## src/common/igr_defines.svh

```systemverilog
// Ingress switch sizing macros shared by every pipeline stage
`ifndef IGR_DEFINES_SVH
`define IGR_DEFINES_SVH

// =========================================================================
// Ports and datapath
// =========================================================================
// Ports sharing the segment stream, also the destination mask width
`define IGR_NUM_PORTS 5
// Enough bits to number every port
`define IGR_PORT_W 3
// One segment word
`define IGR_DATA_W 64

// =========================================================================
// Forwarding table
// =========================================================================
`define IGR_FWD_DEPTH 16
// Table index, taken from the low bits of the destination MAC
`define IGR_FWD_AW 4

// =========================================================================
// Segment buffer and frame length
// =========================================================================
`define IGR_PTR_W 8
// Length in words
`define IGR_LEN_W 8

// Destination MAC in the sop word, first octet in the top byte
`define IGR_DMAC_MSB 63
`define IGR_DMAC_LSB 16
// Group bit, lowest bit of the first octet
`define IGR_DMAC_GROUP 56

`endif

```

## src/common/igr_frame_pkg.sv

```systemverilog
// Frame classification and end-of-frame tag types for ingress traffic
`include "igr_defines.svh"

package igr_frame_pkg;

  // =======================================================================
  // Frame kind
  // =======================================================================
  // Resolved once from the sop word, held for the whole frame
  typedef enum logic [1:0] {
    // Plain station address, forwarding table lookup
    KIND_UCAST = 2'd0,
    // Group bit set, flooded
    KIND_MCAST = 2'd1,
    // All-ones destination, flooded
    KIND_BCAST = 2'd2,
    // Sop and eop on one word, dropped with empty mask
    KIND_RUNT  = 2'd3
  } frame_kind_e;

  // =======================================================================
  // End-of-frame tag
  // =======================================================================
  // One per frame, issued with the buffer write of the eop word
  typedef struct packed {
    frame_kind_e                kind;
    // Egress ports, source port always cleared
    logic [`IGR_NUM_PORTS-1:0]  dst_mask;
    logic [`IGR_PORT_W-1:0]     src_port;
    // Words in the frame, never zero
    logic [`IGR_LEN_W-1:0]      len;
    // Buffer pointer of the first word
    logic [`IGR_PTR_W-1:0]      ptr;
  } igr_tag_t;

endpackage

```

## src/common/igr_fwd_pkg.sv

```systemverilog
// Forwarding table entry and configuration opcode types
`include "igr_defines.svh"

package igr_fwd_pkg;

  // =======================================================================
  // Configuration
  // =======================================================================
  // Opcode carried with each cfg_wr pulse
  typedef enum logic [0:0] {
    // Install valid entry with the given mask
    CFG_SET   = 1'b0,
    // Invalidate the entry, later lookups miss
    CFG_CLEAR = 1'b1
  } cfg_op_e;

  // =======================================================================
  // Table entry
  // =======================================================================
  typedef struct packed {
    logic                      valid;
    // Egress ports for a unicast hit
    logic [`IGR_NUM_PORTS-1:0] port_mask;
  } fwd_entry_t;

endpackage

```

## src/common/igr_seg_if.sv

```systemverilog
// Segment bus carrying words and frame attributes between ingress stages
`timescale 1ns/100ps
`include "igr_defines.svh"

interface igr_seg_if import igr_frame_pkg::*; ();

  // Word strobes
  logic                      valid;
  logic                      sop;
  logic                      eop;
  // Source port of the word
  logic [`IGR_PORT_W-1:0]    port;
  logic [`IGR_DATA_W-1:0]    data;
  // Frame attributes, constant from sop to eop
  frame_kind_e               kind;
  // Only carried from execute onward
  logic [`IGR_NUM_PORTS-1:0] dst_mask;

  // =======================================================================
  // Stage views
  // =======================================================================
  // Decode output, no mask yet
  modport decode_mp (
    output valid, sop, eop, port, data, kind
  );

  // Execute input from decode
  modport exec_mp (
    input valid, sop, eop, port, data, kind
  );

  // Execute output, adds the resolved mask
  modport exec_drv_mp (
    output valid, sop, eop, port, data, kind, dst_mask
  );

  // Result input
  modport result_mp (
    input valid, sop, eop, port, data, kind, dst_mask
  );

endinterface

```

## src/hw/igr_decode/igr_decode.sv

```systemverilog
// Ingress decode stage registering input words and classifying each frame
`timescale 1ns/100ps
`include "igr_defines.svh"

module igr_decode import igr_frame_pkg::*; (
  input  logic                   ingress_clock,
  input  logic                   rst_n,
  // Shared segment stream
  input  logic                   in_valid,
  input  logic                   in_sop,
  input  logic                   in_eop,
  input  logic [`IGR_PORT_W-1:0] in_port,
  input  logic [`IGR_DATA_W-1:0] in_data,
  // Toward execute
  igr_seg_if.decode_mp           seg
);

  // Destination MAC of the current word, only meaningful on sop
  logic [`IGR_DMAC_MSB-`IGR_DMAC_LSB:0] dmac;
  // Kind that the word would give if it opened a frame
  frame_kind_e                          sop_kind;
  // Set between sop and eop of a multi-word frame
  logic                                 in_frame;

  // =======================================================================
  // Classification
  // =======================================================================
  assign dmac = in_data[`IGR_DMAC_MSB:`IGR_DMAC_LSB];

  // Runt wins over address type
  always_comb begin
    if (in_eop) begin
      sop_kind = KIND_RUNT;
    end else if (&dmac) begin
      // All ones, broadcast also has the group bit so test it first
      sop_kind = KIND_BCAST;
    end else if (in_data[`IGR_DMAC_GROUP]) begin
      sop_kind = KIND_MCAST;
    end else begin
      sop_kind = KIND_UCAST;
    end
  end

  // =======================================================================
  // Stage register
  // =======================================================================
  // Strobes, held kind and frame tracking
  always_ff @(posedge ingress_clock or negedge rst_n) begin
    if (!rst_n) begin
      seg.valid <= 1'b0;
      seg.sop   <= 1'b0;
      seg.eop   <= 1'b0;
      seg.kind  <= KIND_UCAST;
      in_frame  <= 1'b0;
    end else begin
      seg.valid <= in_valid;
      // Qualified so idle cycles never show stray markers
      seg.sop   <= in_valid & in_sop;
      seg.eop   <= in_valid & in_eop;
      // Kind latched on sop, rides along on every later word
      if (in_valid && in_sop) begin
        seg.kind <= sop_kind;
      end
      if (in_valid) begin
        if (in_eop) begin
          in_frame <= 1'b0;
        end else if (in_sop) begin
          in_frame <= 1'b1;
        end
      end
    end
  end

  // Word payload
  always_ff @(posedge ingress_clock) begin
    if (in_valid) begin
      seg.port <= in_port;
      seg.data <= in_data;
    end
  end

  // =======================================================================
  // Checks
  // =======================================================================
  // Frames never interleave on the shared stream
  a_no_nested_sop: assert property (
    @(posedge ingress_clock) disable iff (!rst_n)
    in_valid && in_sop |-> !in_frame
  );

  // Eop only closes a frame that a previous sop opened
  a_no_stray_eop: assert property (
    @(posedge ingress_clock) disable iff (!rst_n)
    in_valid && in_eop && !in_sop |-> in_frame
  );

endmodule

```

## src/hw/igr_execute/igr_execute.sv

```systemverilog
// Ingress execute stage resolving the destination mask and counting frame words
`timescale 1ns/100ps
`include "igr_defines.svh"

module igr_execute import igr_frame_pkg::*, igr_fwd_pkg::*; (
  input  logic                      ingress_clock,
  input  logic                      rst_n,
  // Table configuration, applied on the strobed edge
  input  logic                      cfg_wr,
  input  cfg_op_e                   cfg_op,
  input  logic [`IGR_FWD_AW-1:0]    cfg_addr,
  input  logic [`IGR_NUM_PORTS-1:0] cfg_mask,
  // From decode
  igr_seg_if.exec_mp                seg_in,
  // Toward result
  igr_seg_if.exec_drv_mp            seg_out,
  // Words so far, equals frame length on the eop word
  output logic [`IGR_LEN_W-1:0]     frame_len
);

  // Forwarding table
  fwd_entry_t                fwd_tbl [`IGR_FWD_DEPTH];
  // Entry addressed by the current word
  fwd_entry_t                hit_entry;
  // One-hot of the source port
  logic [`IGR_NUM_PORTS-1:0] src_bit;
  // Mask before and after source removal
  logic [`IGR_NUM_PORTS-1:0] raw_mask;
  logic [`IGR_NUM_PORTS-1:0] sop_mask;

  // =======================================================================
  // Forwarding table
  // =======================================================================
  // Empty after reset, every lookup misses until configured
  always_ff @(posedge ingress_clock or negedge rst_n) begin
    if (!rst_n) begin
      for (int i = 0; i < `IGR_FWD_DEPTH; i++) begin
        fwd_tbl[i] <= '0;
      end
    end else if (cfg_wr) begin
      case (cfg_op)
        CFG_SET: begin
          fwd_tbl[cfg_addr] <= '{valid: 1'b1, port_mask: cfg_mask};
        end
        default: begin
          fwd_tbl[cfg_addr] <= '0;
        end
      endcase
    end
  end

  // =======================================================================
  // Mask resolution
  // =======================================================================
  // Index from low MAC bits, a write on this same edge is not seen
  assign hit_entry = fwd_tbl[seg_in.data[`IGR_DMAC_LSB +: `IGR_FWD_AW]];
  assign src_bit   = `IGR_NUM_PORTS'(1) << seg_in.port;

  always_comb begin
    case (seg_in.kind)
      // Dropped frame goes nowhere
      KIND_RUNT: begin
        raw_mask = '0;
      end
      // Miss floods like a group address
      KIND_UCAST: begin
        raw_mask = hit_entry.valid ? hit_entry.port_mask : '1;
      end
      default: begin
        raw_mask = '1;
      end
    endcase
    // Never reflect a frame back to its own port
    sop_mask = raw_mask & ~src_bit;
  end

  // =======================================================================
  // Stage register
  // =======================================================================
  always_ff @(posedge ingress_clock or negedge rst_n) begin
    if (!rst_n) begin
      seg_out.valid    <= 1'b0;
      seg_out.sop      <= 1'b0;
      seg_out.eop      <= 1'b0;
      seg_out.kind     <= KIND_UCAST;
      seg_out.dst_mask <= '0;
      frame_len        <= '0;
    end else begin
      seg_out.valid <= seg_in.valid;
      seg_out.sop   <= seg_in.sop;
      seg_out.eop   <= seg_in.eop;
      if (seg_in.valid) begin
        seg_out.kind <= seg_in.kind;
        // Mask and count restart on sop, mask held to eop
        if (seg_in.sop) begin
          seg_out.dst_mask <= sop_mask;
          frame_len        <= `IGR_LEN_W'(1);
        end else begin
          frame_len <= frame_len + 1'b1;
        end
      end
    end
  end

  // Word payload
  always_ff @(posedge ingress_clock) begin
    if (seg_in.valid) begin
      seg_out.port <= seg_in.port;
      seg_out.data <= seg_in.data;
    end
  end

  // =======================================================================
  // Checks
  // =======================================================================
  // Mask held from sop must exclude the port of every later word
  a_no_src_in_mask: assert property (
    @(posedge ingress_clock) disable iff (!rst_n)
    seg_out.valid |-> ((`IGR_NUM_PORTS'(1) << seg_out.port) & seg_out.dst_mask) == '0
  );

endmodule

```

## src/hw/igr_result/igr_result.sv

```systemverilog
// Ingress result stage assigning buffer pointers and emitting end-of-frame tags
`timescale 1ns/100ps
`include "igr_defines.svh"

module igr_result import igr_frame_pkg::*; (
  input  logic                      ingress_clock,
  input  logic                      rst_n,
  // From execute
  igr_seg_if.result_mp              seg,
  input  logic [`IGR_LEN_W-1:0]     frame_len,
  // Packet buffer writes, one per word
  output logic                      buf_wr_valid,
  output logic [`IGR_PTR_W-1:0]     buf_wr_ptr,
  output logic [`IGR_DATA_W-1:0]    buf_wr_data,
  // Tag, pulses with the eop word write
  output logic                      tag_valid,
  output frame_kind_e               tag_kind,
  output logic [`IGR_NUM_PORTS-1:0] tag_dst_mask,
  output logic [`IGR_PORT_W-1:0]    tag_src_port,
  output logic [`IGR_LEN_W-1:0]     tag_len,
  output logic [`IGR_PTR_W-1:0]     tag_ptr
);

  // Next free segment, wraps with no free list
  logic [`IGR_PTR_W-1:0] wr_ptr;
  // Pointer given to the sop word of the open frame
  logic [`IGR_PTR_W-1:0] first_ptr;
  igr_tag_t              tag_q;

  // =======================================================================
  // Pointer and strobes
  // =======================================================================
  always_ff @(posedge ingress_clock or negedge rst_n) begin
    if (!rst_n) begin
      wr_ptr       <= '0;
      buf_wr_valid <= 1'b0;
      tag_valid    <= 1'b0;
    end else begin
      buf_wr_valid <= seg.valid;
      tag_valid    <= seg.valid & seg.eop;
      if (seg.valid) begin
        wr_ptr <= wr_ptr + 1'b1;
      end
    end
  end

  // =======================================================================
  // Buffer write and tag capture
  // =======================================================================
  always_ff @(posedge ingress_clock) begin
    if (seg.valid) begin
      buf_wr_ptr  <= wr_ptr;
      buf_wr_data <= seg.data;
      if (seg.sop) begin
        first_ptr <= wr_ptr;
      end
      if (seg.eop) begin
        tag_q.kind     <= seg.kind;
        tag_q.dst_mask <= seg.dst_mask;
        tag_q.src_port <= seg.port;
        tag_q.len      <= frame_len;
        // Single-word frame has not latched first_ptr yet
        tag_q.ptr      <= seg.sop ? wr_ptr : first_ptr;
      end
    end
  end

  // Tag fields out as plain ports
  assign tag_kind     = tag_q.kind;
  assign tag_dst_mask = tag_q.dst_mask;
  assign tag_src_port = tag_q.src_port;
  assign tag_len      = tag_q.len;
  assign tag_ptr      = tag_q.ptr;

  // =======================================================================
  // Checks
  // =======================================================================
  // Execute count must have seen at least the eop word
  a_tag_len_nonzero: assert property (
    @(posedge ingress_clock) disable iff (!rst_n)
    tag_valid |-> tag_len != '0
  );

endmodule

```

## src/hw/igr_top.sv

```systemverilog
// Ingress block top joining decode, execute and result into a three-stage pipeline
`timescale 1ns/100ps
`include "igr_defines.svh"

module igr_top import igr_frame_pkg::*, igr_fwd_pkg::*; (
  input  logic                      ingress_clock,
  input  logic                      rst_n,
  // Segment input
  input  logic                      in_valid,
  input  logic                      in_sop,
  input  logic                      in_eop,
  input  logic [`IGR_PORT_W-1:0]    in_port,
  input  logic [`IGR_DATA_W-1:0]    in_data,
  // Configuration
  input  logic                      cfg_wr,
  input  cfg_op_e                   cfg_op,
  input  logic [`IGR_FWD_AW-1:0]    cfg_addr,
  input  logic [`IGR_NUM_PORTS-1:0] cfg_mask,
  // Buffer writes
  output logic                      buf_wr_valid,
  output logic [`IGR_PTR_W-1:0]     buf_wr_ptr,
  output logic [`IGR_DATA_W-1:0]    buf_wr_data,
  // Tags
  output logic                      tag_valid,
  output frame_kind_e               tag_kind,
  output logic [`IGR_NUM_PORTS-1:0] tag_dst_mask,
  output logic [`IGR_PORT_W-1:0]    tag_src_port,
  output logic [`IGR_LEN_W-1:0]     tag_len,
  output logic [`IGR_PTR_W-1:0]     tag_ptr
);

  // Frame length from execute, aligned with exe_seg
  logic [`IGR_LEN_W-1:0] frame_len;

  // =======================================================================
  // Stage buses
  // =======================================================================
  igr_seg_if dec_seg ();
  igr_seg_if exe_seg ();

  // =======================================================================
  // Pipeline
  // =======================================================================
  igr_decode u_decode (
    .ingress_clock (ingress_clock),
    .rst_n         (rst_n),
    .in_valid      (in_valid),
    .in_sop        (in_sop),
    .in_eop        (in_eop),
    .in_port       (in_port),
    .in_data       (in_data),
    .seg           (dec_seg)
  );

  igr_execute u_execute (
    .ingress_clock (ingress_clock),
    .rst_n         (rst_n),
    .cfg_wr        (cfg_wr),
    .cfg_op        (cfg_op),
    .cfg_addr      (cfg_addr),
    .cfg_mask      (cfg_mask),
    .seg_in        (dec_seg),
    .seg_out       (exe_seg),
    .frame_len     (frame_len)
  );

  igr_result u_result (
    .ingress_clock (ingress_clock),
    .rst_n         (rst_n),
    .seg           (exe_seg),
    .frame_len     (frame_len),
    .buf_wr_valid  (buf_wr_valid),
    .buf_wr_ptr    (buf_wr_ptr),
    .buf_wr_data   (buf_wr_data),
    .tag_valid     (tag_valid),
    .tag_kind      (tag_kind),
    .tag_dst_mask  (tag_dst_mask),
    .tag_src_port  (tag_src_port),
    .tag_len       (tag_len),
    .tag_ptr       (tag_ptr)
  );

endmodule

```

## config.mk

```make
export PLATFORM = sky130hd
export DESIGN_NAME = igr_top
export DESIGN_NICKNAME = d
export VERILOG_FILES = /design/src/common/igr_frame_pkg.sv /design/src/common/igr_fwd_pkg.sv /design/src/common/igr_seg_if.sv /design/src/hw/igr_decode/igr_decode.sv /design/src/hw/igr_execute/igr_execute.sv /design/src/hw/igr_result/igr_result.sv /design/src/hw/igr_top.sv
export VERILOG_INCLUDE_DIRS = /design/src /design/src/common
export SDC_FILE = /design/constraint.sdc
export NUM_CORES = 1
export LEC_CHECK = 0
export BUFFER_PORTS_ARGS = -buffer_cell sky130_fd_sc_hd__buf_4
export CAP_MARGIN = 20
export CELL_PAD_IN_SITES_DETAIL_PLACEMENT = 2
export CELL_PAD_IN_SITES_GLOBAL_PLACEMENT = 2
export CORE_MARGIN = 1.5
export CORE_UTILIZATION = 27
export DETAILED_ROUTE_END_ITERATION = 16
export PLACE_DENSITY_LB_ADDON = 0.25
export SYNTH_ARGS = -nofsm -noshare
export SYNTH_HDL_FRONTEND = slang
export SYNTH_SLANG_ARGS = --single-unit
```

## constraint.sdc

```tcl
create_clock -name ingress_clock -period 4.68 [get_ports ingress_clock]
set_input_delay 0.936 -clock ingress_clock [delete_from_list [all_inputs] [get_ports ingress_clock]]
set_output_delay 0.936 -clock ingress_clock [all_outputs]
set_load 0.02 [all_outputs]
```

After elaboration in Yosys (flattened, before gate mapping)
Cells that the tools add are included.

word-level totals
  word-level logic and storage cells = 93
  output and inout bits = 100
  input bits = 83
  register bits after elaboration = 369

cells by class
  add/sub/neg operators = 2
  bitwise logic cells = 9
  magnitude comparators = 3
  reductions and logical operators = 6
  muxes and demuxes = 14
  shift-type cells = 1
  equality and inequality tests = 1

operator list
  operator                                                     number
  AND 96 bit                                                   1
  bitwise mux 96 bit                                           1
  two-way mux 96 bit                                           1
  inverter 96 bit                                              1
  AND reduction 48 bit                                         1
  binary-select mux 6 bit (select 4 bit)                       1
  demux 6 bit (select 4 bit)                                   1
  two-way mux 6 bit                                            3
  adder 8 x 1 -> 8 bit (second input constant)                 2
  two-way mux 8 bit                                            2
  >= comparator 5 bit (second input constant)                  2
  inverter 4 -> 5 bit                                          2
  case mux 5 bit (2 select lines)                              1
  AND 5 bit                                                    1
  less-than comparator 5 x 1 -> 1 bit (second input constant)  1
  two-way mux 5 bit                                            1
  inverter 5 bit                                               1
  left shift 1 x 3 -> 5 bit (first input constant)             1
  two-way mux 2 bit                                            2
  AND reduction 2 bit                                          2
  AND 1 bit                                                    3
  equality test 2 bit (second input constant)                  1
  logical AND 1 bit                                            2
  logical NOT 2 bit                                            1
  two-way mux 1 bit                                            1

Longest topological paths before layout
  word-level depth = 8
  depth in mapped cells = 8
  mapped depth without buffers = 5

By module
A second synthesis with hierarchy kept.

second synthesis, totals
  cell total of the unflattened synthesis = 734
  area, all modules = 13321.5 um^2

modules (own cells, without submodules)
  module       times used  cells each  area an instance (um^2)  sequential area each (um^2)
  igr_execute  1           490         7344.5                   4864.7
  igr_result   1           145         3677.3                   3433.3
  igr_decode   1           99          2299.7                   2137.0

Worst setup path after synthesis
Ideal clock, no wire load.

  path type = register -> register
  start = reg u_execute.seg_out.valid
  end = reg u_result.tag_q (netlist bit u_result.tag_dst_mask[0]) (enable)
  period minus slack after synthesis = 3.370 ns
  required time = 4.294 ns
  arrival = 2.984 ns
  cell stages (with the launch flop) = 3
  path buffers = 1
  slack = 1.310 ns
  cell sequence = dfrtp_1 clkbuf_1 and2_1

on the way
  word-level cells in the longest chain between the ends = 1

ends and longest elaborated chain
  element                               RTL line          text
  start: declaration                    igr_seg_if.sv:34  output valid, sop, eop, port, data, kind, dst_mask
  AND reduction 2 bit (no source line)  --
  end: declaration                      igr_result.sv:28  igr_tag_t tag_q;

Every way passes these cells.
A chain may end at the register's enable or synchronous reset.

Worst setup path in the final report
  start = reg u_decode.seg.data[16]
  end = reg u_execute.seg_out.dst_mask[1]

on the way
  word-level cells in the longest chain between the ends = 7

ends and longest elaborated chain
  element                                 RTL line           text
  start: declaration                      igr_seg_if.sv:24   output valid, sop, eop, port, data, kind
  start signal: assignment                igr_decode.sv:78   seg.data <= in_data;
  inverter 4 -> 5 bit                     igr_execute.sv:56  assign hit_entry = fwd_tbl[seg_in.data[`IGR_DMAC_LSB +: `IGR_FWD_AW]];
  binary-select mux 6 bit (select 4 bit)  igr_execute.sv:56
  two-way mux 6 bit (2 in a row)          igr_execute.sv:56
  two-way mux 5 bit                       igr_execute.sv:67  raw_mask = hit_entry.valid ? hit_entry.port_mask : '1;
  case mux 5 bit (2 select lines)         igr_execute.sv:60  case (seg_in.kind)
  AND 5 bit                               igr_execute.sv:74  sop_mask = raw_mask & ~src_bit;
  end signal: assignment                  igr_execute.sv:96  seg_out.dst_mask <= sop_mask;
  end: declaration                        igr_seg_if.sv:34

Every way passes these cells. The select of a mux whose other input is x is not followed.

==> results by group <==
CTS
  – CTS Hold Buffers Added: 0
  – Num CTS Buffers: 42
  – Clock slew at reported path FFs: approximately 0.060 ns
  – Postcts setup bufs: 0
  – CTS H-tree depth: 2
  – TritonCTS Sinks: 369
  – CTS tree: done
  – Post-cts resize count: 0
  – Root buffer cell: clkbuf_16
  – Worst-skew pair later-pin latency: between 0.5 and 0.6 ns
  – Clk buf depth: 3

Finish
  – NumNets Final: 1014
  – Non-filler cells in the finished layout: ~1600
  – Register Area: 10400 sq um
  – FILL cells: slightly below 5000
  – Ratio of cells with drive above 1 in the final layout: 37.1%
  – Area of the multi-input gates: about 2700 sq um
  – Commonest non-fill, non-tap cell in the layout: edfxtp_1
  – Layout area overhead: 26.3%
  – Most frequent cells in the layout: 240 x edfxtp_1, 188 x buf_4, 127 x dfrtp_1

Routing
  – TritonRoute pass-1 iters: 6
  – Total routed wirelength: between 30000 and 40000 um
  – DR vias/cell: between 4 and 5
  – Routed WL per cell: about 21 um
  – First DRT Iteration DRCs: approximately 300
  – Antenna Nets Post-Route: 0
  – Via count: 7076
  – DRC viols: 0

Timing
  – Fin crit share: 49.2%
  – Final hold vios: 0
  – Final min period: 2.30 ns
  – Rel. slew slack: between 30% and 40%
  – Worst Tran Pin Value: 1.03 ns
  – RSZ-0062 raised after global routing: false
  – FMAX: around 0.43 GHz
  – Final Setup Violations: 0
  – Final TNS setup: 0 ns
  – Clock skew: between 0.01 and 0.015 ns
  – Final Slew Violations: 0

Floorplan
  – Die width: ~220 um
  – Area of the die: 50500 sq um
  – Row count: between 80 and 90
  – IO Pins: about 180
  – Die Y: between 200 and 250 um
  – Initial Util: between 20% and 30%
  – Core box area: 48700 sq um

Yosys
  – Top FF cell, synth: edfxtp_1
  – Sequential-to-total area share from yosys stat: approximately 79%
  – Synthesized flop and latch total: around 370
  – Synth unique cells: 39
  – Post-synth top area share: approximately 54%
  – Syn Inst Count: roughly 720
  – Post-synth EDFFs: 240
  – Syn_nets: between 800 and 900
  – Yosys Warn Count: 0
  – Mapped Area: approximately 13000 sq um
  – Synth Area per Inst: roughly 18 sq um
  – FFs w/ async S/R, synth: 35.0%
  – Largest area contributor in the netlist: edfxtp_1
  – Top post-synthesis cells by area: edfxtp_1 54%, dfrtp_1 24%, mux2_2 6.5%

Setup path
  – Worst Path Arrival: ~2.8 ns
  – CP peak stage delay: between 0.5 and 0.6 ns
  – Crit-path cells: buf_4, mux4_2, a22oi_1, nand2_1, a21oi_1, o31ai_1
  – CP max stage cell: mux4_2
  – Critical path class: reg -> reg
  – Crit start category: flop
  – WP data required: ~5 ns
  – Element type at the critical path end: flop
  – Peak fanout along the critical path: 30

Placed design
  – Port Buffers: between 150 and 200
  – Post-DP HPWL: 23400 um
  – Placed insts: between 1500 and 2000
  – Final Wtd Congestion: around 0.77

Power
  – Leakage power: ~6.5 nW
  – Peak supply drop: approximately 0.23 mV
  – Pwr Density: slightly below 500 nW/um^2
  – Power Total: 8.08 mW

Min path
  – Tightest Hold Check Type: reg -> reg

Global routing
  – Initial antenna violation count: 2
  – Remaining global-route overflow: 0
  – Global-route wire length before repair: 51400 um
  – Largest net degree at the start of global routing: between 70 and 80
  – Total track usage: between 10% and 20%
  – Vias in the first global route: 7620

Job
  – Max-cap violations: 0

Outcome
  – Outcome: finished, final reports clean
[path summary, 6_finish.rpt]
path / startpoint / end / slack (ns) / depth (start not counted)
setup / recovery: u_decode.seg.data[16] / u_execute.seg_out.dst_mask[1] / 2.38 / 6
hold / removal: u_decode.seg.eop / u_execute.seg_out.eop / 0.35 / 0
setup reg to reg: u_decode.seg.data[16] / u_execute.seg_out.dst_mask[1] / 2.38 / 6
hold reg to reg: u_decode.seg.eop / u_execute.seg_out.eop / 0.35 / 0
max in group asynchronous: rst_n / u_execute.seg_out.valid / 3.31 / 2
min in group asynchronous: rst_n / u_execute.fwd_tbl[5] / 0.39 / 1
[per-layer routing]
| layer | part of all wire [%] | GRT usage [%] | vias to the layer above |
|---|---|---|---|
| li1 | - | - | 3160 |
| met1 | 45 | 18.6 | 3694 |
| met2 | 47 | 21.9 | 166 |
| met3 | 6.2 | 4.05 | 54 |
| met4 | 1.8 | 3.51 | 2 |
| met5 | 0.023 | 0 | - |
[power breakdown]
group	internal [mW]	switching, mW
Clock	1.86	1.34
Combinational	0.362	0.380
Sequential	3.92	0.224
[critical path: cells and delay by family (launching register included)]
kind / cells / cell delay, ns
compound gates: 3 / 0.59
buf+inv: 1 / 0.49
flops: 1 / 0.33
mux: 1 / 0.59
simple gates: 1 / 0.16
[stage by stage]
step	hold slack (ns)	util, %	area [sq um]	worst slack, ns
after floorplan	0.331	-	13300	1.31
after global placement	0.338	31.6	15400	2.16
after detailed placement	0.340	31.6	15400	2.13
after CTS	0.353	34.4	16800	2.30
after global routing	0.379	34.4	16800	2.20
final	0.351	34.4	16800	2.38
[cell type report]
| cell class | count | area share (%) |
|---|---|---|
| Clock buffer | 58 | 6.93 |
| Inverter | 17 | 0.381 |
| Tap cell | 664 | 4.96 |
| Multi-Input combinational cell | 310 | 15.8 |
| Sequential cell | 369 | 62.3 |
| Clock inverter | 17 | 1.05 |
| Antenna cell | 3 | 0.0448 |
| Timing Repair Buffer | 189 | 8.49 |
[sequential cells by signal (all words and copies together) (netlist names), 5 cells and up]
signal and count:
u_decode.seg.data 64, u_execute.frame_len 8, u_execute.fwd_tbl 96, u_execute.seg_out.data 64, u_execute.seg_out.dst_mask 5, u_result.buf_wr_data 64
u_result.buf_wr_ptr 8, u_result.first_ptr 8, u_result.tag_dst_mask 5, u_result.tag_len 8, u_result.tag_ptr 8, u_result.wr_ptr 8
[synthesized netlist by cell type, types with 3 or more instances]
library cell,instances
edfxtp_1,240
nor3b_1,5
nand2b_1,8
nor3_2,6
inv_1,17
nand2_1,45
dfrtp_1,129
o31ai_1,8
buf_2,6
mux2i_1,11
mux2_2,77
o21ai_0,23
and2_1,3
mux4_2,22
nand3_1,6
nor2_1,16
nor4_1,3
o2111ai_1,3
a22oi_1,10
nand4_1,17
xor2_1,5
a21oi_1,11
xnor2_1,6
nor2b_1,8
clkbuf_1,17
[logic make-up after synthesis]
logic type,count (synthesis),synth area share (%)
flip-flops,369,78.6
AND/OR/NAND/NOR,126,5.05
multiplexers,110,11.1
AO/OA/AOI/OAI,61,2.94
buffers and inverters,43,1.36
XOR/XNOR,11,0.726
adder cells (fa/ha/maj),2,0.189
No activity file was read; power rests on OpenSTA's default activity.
